File: src/design/cur_buf_pkg.sv
`default_nettype none

package cur_buf_pkg;

    // pixel and bus geometry
    localparam int pixel_w = 8;
    localparam int word_w  = 4 * pixel_w;
    localparam int row_w   = 8 * pixel_w;

    // block geometry, 8x8 pixels
    localparam int block_rows      = 8;
    localparam int block_w         = block_rows * row_w;
    localparam int words_per_block = block_w / word_w;

    // byte address increment per fetched word
    localparam int addr_step = word_w / pixel_w;

    // crossover shows rows 0..step of the new block, last step leaves one old row
    localparam int trans_last = block_rows - 2;

    typedef logic [word_w-1:0]  word_t;
    typedef logic [block_w-1:0] block_t;

    typedef logic [$clog2(words_per_block)-1:0] word_idx_t;
    typedef logic [$clog2(block_rows)-1:0]      trans_step_t;

    typedef logic [31:0] mem_addr_t;

    // word fetch from external memory
    typedef enum logic {
        fetch_idle,
        fetch_active
    } fetch_state_e;

    // output view of the two stores
    typedef enum logic {
        swap_steady,
        swap_transition
    } swap_state_e;

endpackage

`default_nettype wire
File: src/design/cur_block_buffer.sv
`default_nettype none

module cur_block_buffer (
    input  wire                     clk,
    input  wire                     rst,
    input  wire                     en,
    input  wire                     next_block,
    input  wire cur_buf_pkg::word_t cur_in,
    output cur_buf_pkg::block_t     cur_out,
    output cur_buf_pkg::mem_addr_t  cur_mem_addr
);

    // fetch side
    logic                   block_start;
    logic                   word_wr;
    cur_buf_pkg::word_idx_t word_idx;

    // swap side
    logic                     half;
    logic                     in_transition;
    cur_buf_pkg::trans_step_t trans_step;

    // block stores
    cur_buf_pkg::block_t store_0;
    cur_buf_pkg::block_t store_1;

    fetch_sequencer fetch_i (
        .clk          (clk),
        .rst          (rst),
        .en           (en),
        .next_block   (next_block),
        .block_start  (block_start),
        .word_wr      (word_wr),
        .word_idx     (word_idx),
        .cur_mem_addr (cur_mem_addr)
    );

    swap_control swap_i (
        .clk           (clk),
        .rst           (rst),
        .en            (en),
        .block_start   (block_start),
        .half          (half),
        .in_transition (in_transition),
        .trans_step    (trans_step)
    );

    pingpong_store store_i (
        .clk      (clk),
        .rst      (rst),
        .en       (en),
        .word_wr  (word_wr),
        .half     (half),
        .word_idx (word_idx),
        .cur_in   (cur_in),
        .store_0  (store_0),
        .store_1  (store_1)
    );

    row_transition_mux mux_i (
        .en            (en),
        .half          (half),
        .in_transition (in_transition),
        .trans_step    (trans_step),
        .store_0       (store_0),
        .store_1       (store_1),
        .cur_out       (cur_out)
    );

endmodule

`default_nettype wire

File: src/design/row_transition_mux.sv
`default_nettype none

module row_transition_mux (
    input  wire                           en,
    input  wire                           half,
    input  wire                           in_transition,
    input  wire cur_buf_pkg::trans_step_t trans_step,
    input  wire cur_buf_pkg::block_t      store_0,
    input  wire cur_buf_pkg::block_t      store_1,
    output cur_buf_pkg::block_t           cur_out
);

    cur_buf_pkg::block_t cur_blk;
    cur_buf_pkg::block_t old_blk;

    // half picks the store that holds the current block
    assign cur_blk = half ? store_1 : store_0;
    assign old_blk = half ? store_0 : store_1;

    always_comb begin
        cur_out = '0;
        if (en) begin
            for (int r = 0; r < cur_buf_pkg::block_rows; r++) begin
                // during crossover rows 0..step are new, the rest still old
                if (!in_transition || r <= int'(trans_step)) begin
                    cur_out[r*cur_buf_pkg::row_w +: cur_buf_pkg::row_w] =
                        cur_blk[r*cur_buf_pkg::row_w +: cur_buf_pkg::row_w];
                end else begin
                    cur_out[r*cur_buf_pkg::row_w +: cur_buf_pkg::row_w] =
                        old_blk[r*cur_buf_pkg::row_w +: cur_buf_pkg::row_w];
                end
            end
        end
    end

endmodule

`default_nettype wire

File: src/design/pingpong_store.sv
`default_nettype none

module pingpong_store (
    input  wire                         clk,
    input  wire                         rst,
    input  wire                         en,
    input  wire                         word_wr,
    input  wire                         half,
    input  wire cur_buf_pkg::word_idx_t word_idx,
    input  wire cur_buf_pkg::word_t     cur_in,
    output cur_buf_pkg::block_t         store_0,
    output cur_buf_pkg::block_t         store_1
);

    cur_buf_pkg::block_t stores [2];
    logic                wr_sel;
    int                  wr_lsb;

    // the store not on display takes the fetch
    assign wr_sel = ~half;

    // word n lands at bit 32*n, so row r is words 2r and 2r+1
    assign wr_lsb = int'(word_idx) * cur_buf_pkg::word_w;

    always_ff @(posedge clk) begin
        if (rst) begin
            stores[0] <= '0;
            stores[1] <= '0;
        end else if (en && word_wr) begin
            stores[wr_sel][wr_lsb +: cur_buf_pkg::word_w] <= cur_in;
        end
    end

    assign store_0 = stores[0];
    assign store_1 = stores[1];

endmodule

`default_nettype wire

File: src/design/swap_control.sv
`default_nettype none

module swap_control (
    input  wire                      clk,
    input  wire                      rst,
    input  wire                      en,
    input  wire                      block_start,
    output logic                     half,
    output logic                     in_transition,
    output cur_buf_pkg::trans_step_t trans_step
);

    cur_buf_pkg::swap_state_e state;
    logic                     step_done;

    assign in_transition = (state == cur_buf_pkg::swap_transition);

    assign step_done =
        (trans_step == cur_buf_pkg::trans_step_t'(cur_buf_pkg::trans_last));

    always_ff @(posedge clk) begin
        if (rst) begin
            half       <= 1'b0;
            state      <= cur_buf_pkg::swap_steady;
            trans_step <= '0;
        end else if (en) begin
            if (block_start) begin
                // freshly filled store becomes current, crossover restarts
                half       <= ~half;
                state      <= cur_buf_pkg::swap_transition;
                trans_step <= '0;
            end else if (in_transition) begin
                if (step_done) begin
                    state      <= cur_buf_pkg::swap_steady;
                    trans_step <= '0;
                end else begin
                    trans_step <= trans_step + 1'b1;
                end
            end
        end
    end

    // step counter is parked at 0 outside a crossover
    a_steady_step : assert property (
        @(posedge clk) disable iff (rst)
        state == cur_buf_pkg::swap_steady |-> trans_step == '0
    );

endmodule

`default_nettype wire

File: src/design/fetch_sequencer.sv
`default_nettype none

module fetch_sequencer (
    input  wire                    clk,
    input  wire                    rst,
    input  wire                    en,
    input  wire                    next_block,
    output logic                   block_start,
    output logic                   word_wr,
    output cur_buf_pkg::word_idx_t word_idx,
    output cur_buf_pkg::mem_addr_t cur_mem_addr
);

    logic                      cold_boot;
    cur_buf_pkg::fetch_state_e state;
    logic                      last_word;

    // first enabled cycle after reset counts as a start
    assign block_start = en && (next_block || cold_boot);

    // the start edge only rearms the counter, words follow from the next edge
    assign word_wr = en && (state == cur_buf_pkg::fetch_active) && !block_start;

    assign last_word =
        (word_idx == cur_buf_pkg::word_idx_t'(cur_buf_pkg::words_per_block - 1));

    always_ff @(posedge clk) begin
        if (rst) begin
            cold_boot    <= 1'b1;
            state        <= cur_buf_pkg::fetch_idle;
            word_idx     <= '0;
            cur_mem_addr <= '0;
        end else if (block_start) begin
            cold_boot <= 1'b0;
            state     <= cur_buf_pkg::fetch_active;
            word_idx  <= '0;
        end else if (word_wr) begin
            // address keeps running across blocks
            cur_mem_addr <= cur_mem_addr
                + cur_buf_pkg::mem_addr_t'(cur_buf_pkg::addr_step);
            if (last_word) begin
                state <= cur_buf_pkg::fetch_idle;
            end else begin
                word_idx <= word_idx + 1'b1;
            end
        end
    end

    // after a word write the fetch is either closed or the index has moved off 0
    a_no_wrap : assert property (
        @(posedge clk) disable iff (rst)
        word_wr |=> state == cur_buf_pkg::fetch_idle || word_idx != '0
    );

endmodule

`default_nettype wire

File: config.mk
export PLATFORM = sky130hd
export DESIGN_NAME = cur_block_buffer
export DESIGN_NICKNAME = d
export VERILOG_FILES = /design/src/design/cur_buf_pkg.sv /design/src/design/cur_block_buffer.sv /design/src/design/row_transition_mux.sv /design/src/design/pingpong_store.sv /design/src/design/swap_control.sv /design/src/design/fetch_sequencer.sv
export SDC_FILE = /design/constraint.sdc
export NUM_CORES = 2
export LEC_CHECK = 0
export BUFFER_PORTS_ARGS = -buffer_cell sky130_fd_sc_hd__buf_4
export CORE_MARGIN = 2
export CORE_UTILIZATION = 50
export CTS_BUF_LIST = sky130_fd_sc_hd__clkbuf_8
export DETAILED_ROUTE_END_ITERATION = 12
export PLACE_DENSITY_LB_ADDON = 0.12
export SLEW_MARGIN = 15
export SYNTH_ARGS = -nofsm -noshare
export SYNTH_HDL_FRONTEND = slang
export SYNTH_SLANG_ARGS = --single-unit
File: constraint.sdc
create_clock -name clk -period 3.59 [get_ports clk]
set_clock_uncertainty 0.05 [all_clocks]
set_input_delay 0.718 -clock clk [delete_from_list [all_inputs] [get_ports clk]]
set_output_delay 0.718 -clock clk [all_outputs]
set_load 0.005 [all_outputs]
==> impl_metrics.csv <==
group,metric,value,unit
run_status,status,"complete, no violations",
logic_synthesis,avgSynthCellArea,10.80,sq um
power,p_leak,0.02096,uW
floorplanning,die_y,309.0,um
routing,drtIter0Drc,4248,
floorplanning,start_util,50.59,%
sta,worst_pin_slew,0.8992,ns
power,power.share.switching,27.14,%
worst_setup_path,critical_path_class,"reg2out",
floorplanning,die-area,95490,sq um
sta,hold_viol_final,0,
flow_run,maxCapViolCount,0,
power,peakVddDrop,354.4,uV
worst_setup_path,worstPathMaxFanout,64,
floorplanning,io_pins,580,
floorplanning,core,91940,sq um
clock_tree,cts_tree,"built",
power,total_power,28100,uW
logic_synthesis,synth.distinct_cells,54,
sta,rsz0062_at_grt,"true",
final_layout,fill_cells,7413,
placement,numPortBuffers,577,
routing,wirelength,162800,um
routing,vias_per_cell,5.751,
sta,hold_slack,0.1872,ns
power,clock_power_share,34.9,%
worst_setup_path,cpMaxStageDelayCell,"dfxtp_2",
worst_setup_path,crit_chain,"nand2b_4 -> xor2_4 -> clkbuf_16 -> nand2_1 -> a21oi_1 -> buf_4",
clock_tree,clk_pin_slew,0.05,ns
clock_tree,htreeDepth,4,
global_route,grt_max_degree,67,
global_route,overflow,0,
routing,drc_errors,0,
logic_synthesis,synthTopCellsByArea,"edfxtp_1 66%, nor2_1 6.9%, nand2_1 6.2%",
global_route,antenna_found_initial,13,
logic_synthesis,yosysWarnings,0,
global_route,grt_pass1_wl,229500,um
sta,setup_viol,0,
power,switching_power,7627,uW
worst_hold_path,worstHoldPathType,"in2reg",
power,power.density,489.1,nW/um^2
global_route,grt.total_usage,33.26,%
worst_setup_path,critPathMaxStageDelay,0.45,ns
final_layout,final_common_cell,"edfxtp_1",
routing,via_count,36014,
worst_setup_path,critPathArrivalTime,2.80,ns
sta,slew_viol_final,0,
sta,period_share,99.51,%
clock_tree,clkSinkCount,1065,
final_layout,layout-area-overhead-vs-synth,23.54,%
sta,relSlewSlack,39.96,%
routing,drt_first_pass_iters,8,
sta,period_needed,3.573,ns
clock_tree,clock_latency,0.88,ns
final_layout,nets,4931,
final_layout,final_cell_mix,"1024 x edfxtp_1, 854 x nor2_1, 753 x nand2_1, 668 x buf_4, 376 x a21oi_1",
logic_synthesis,synth_flop_cell,"edfxtp_1",
clock_tree,cts_buffers,175,
logic_synthesis,synth_cells,4307,
power,p_seq_share,50.1,%
clock_tree,clockRootBuffer,"clkbuf_8",
routing,wl_per_cell,26.00,um
logic_synthesis,synthArstFlopShare,0,%
power,combPwrFrac,15.0,%
logic_synthesis,yosysTopAreaCellShare,66.11,%
floorplanning,row_count,111,
sta,fmax,279.9,MHz
logic_synthesis,yosys.area.top_type,"edfxtp_1",
logic_synthesis,synth_edf_count,1024,
clock_tree,cts_buffer_depth,3,
worst_setup_path,start_kind,"register",
power,p_int,20480,uW
logic_synthesis,yosysSeqAreaShare,67.87,%
logic_synthesis,synth-seq-cells,1065,
routing,postRouteAntennaNets,0,
floorplanning,die_w,309.0,um
final_layout,drive_gt1_share,22.36,%
placement,place_congestion,0.8051,
logic_synthesis,syn_area,46520,sq um
worst_setup_path,crit_required,2.82,ns
worst_setup_path,critPathCaptureType,"output port",
placement,dpl.hpwl,93390,um
global_route,first_global_vias,33847,
## registers in the layout, summed over array words and instances, names as in the netlist
name and count:
store_i.stores 1024, fetch_i.state 1, fetch_i.cold_boot 1, fetch_i.word_idx 4, fetch_i.cur_mem_addr 30, swap_i.in_transition 1
swap_i.trans_step 3, swap_i.half 1
## stage by stage
| step | setup slack [ns] | setup TNS (ns) | instances | utilization (%) | cell area, sq um |
|---|---|---|---|---|---|
| after detailed placement | 0.2682 | 0 | 5903 | 57.35 | 52730 |
| after CTS | -0.06538 | -0.3175 | 6250 | 62.18 | 57170 |
| after floorplan | 0.04823 | 0 | 4308 | - | 46520 |
| after global placement | 0.3176 | 0 | 5903 | 57.35 | 52730 |
| after global routing | -0.06139 | -0.3239 | 6258 | 62.49 | 57460 |
| final | 0.01743 | 0 | 6262 | 62.50 | 57470 |
## path summary, 6_finish.rpt
path                            depth (start not counted)                     start  slack [ns]                       end
worst max-delay path                                    6      swap_i.trans_step[2]        0.02              cur_out[267]
worst min-delay path                                    4                        en        0.19      swap_i.trans_step[2]
worst max register to register                          6       fetch_i.word_idx[2]        0.39    store_i.stores[0][181]
worst min register to register                          2  fetch_i.cur_mem_addr[31]        0.44  fetch_i.cur_mem_addr[31]
## power groups by stage
stage	Combinational, uW	Sequential [uW]	Clock (uW)
floorplan	1540	14300	0
global placement	3430	14300	0
detailed placement	3440	14400	0
CTS	4090	14100	9880
global route	4390	14100	10400
finish	4220	14100	9800
## critical path, delay by kind of cell, from the launching register on
family	cells	cell delay (ns)
and+or+nand+nor	2	0.39
buffers and inverters	2	0.52
DFF	1	0.45
AOI/OAI and AO/OA	1	0.33
xor gates and xnor gates	1	0.18
## cell usage after synthesis, drive strengths merged, types with 20 or more instances
cell type	count
a21oi	473
and2	258
buf	21
clkbuf	326
dfxtp	41
edfxtp	1024
mux2i	64
nand2	763
nand2b	20
nand3	147
nor2	855
o21ai	142
## per-layer routing
metal	GRT usage, %	wire length, um
met5	0	38
met4	17.07	8422
met3	7.797	16370
met2	51.74	76630
met1	43.79	61350
## layout make-up
type                    count  area, sq um  share of cell area [%]
well taps                1243         1555                   2.706
diodes                      5        12.51                 0.02177
flip-flops and latches   1065        31590                   54.97
clock inverters           121        610.6                   1.063
multi-input cells        2886        14350                   24.97
inverters                  10        45.04                 0.07838
clock buffers             183         2519                   4.383
repair buffers            749         6789                   11.81
## logic make-up after synthesis
family / count (synthesis) / share of synthesized area [%]
and+or+nand+nor: 2132 / 19.75
DFF: 1065 / 67.87
AOI/OAI and AO/OA: 655 / 7.330
buffers and inverters: 357 / 2.964
muxes: 67 / 1.450
xor gates and xnor gates: 22 / 0.4142
adders and majority gates: 8 / 0.2152
other: 1 / 0.008062
## timing repair
item                       CTS  global route
hold buffers                 0             0
setup buffers               26             4
setup endpoints to repair  410           135
cloned                      17             5
pin swaps                   31            11
resized for setup          138            46
Power figures use the tool's default switching activity.
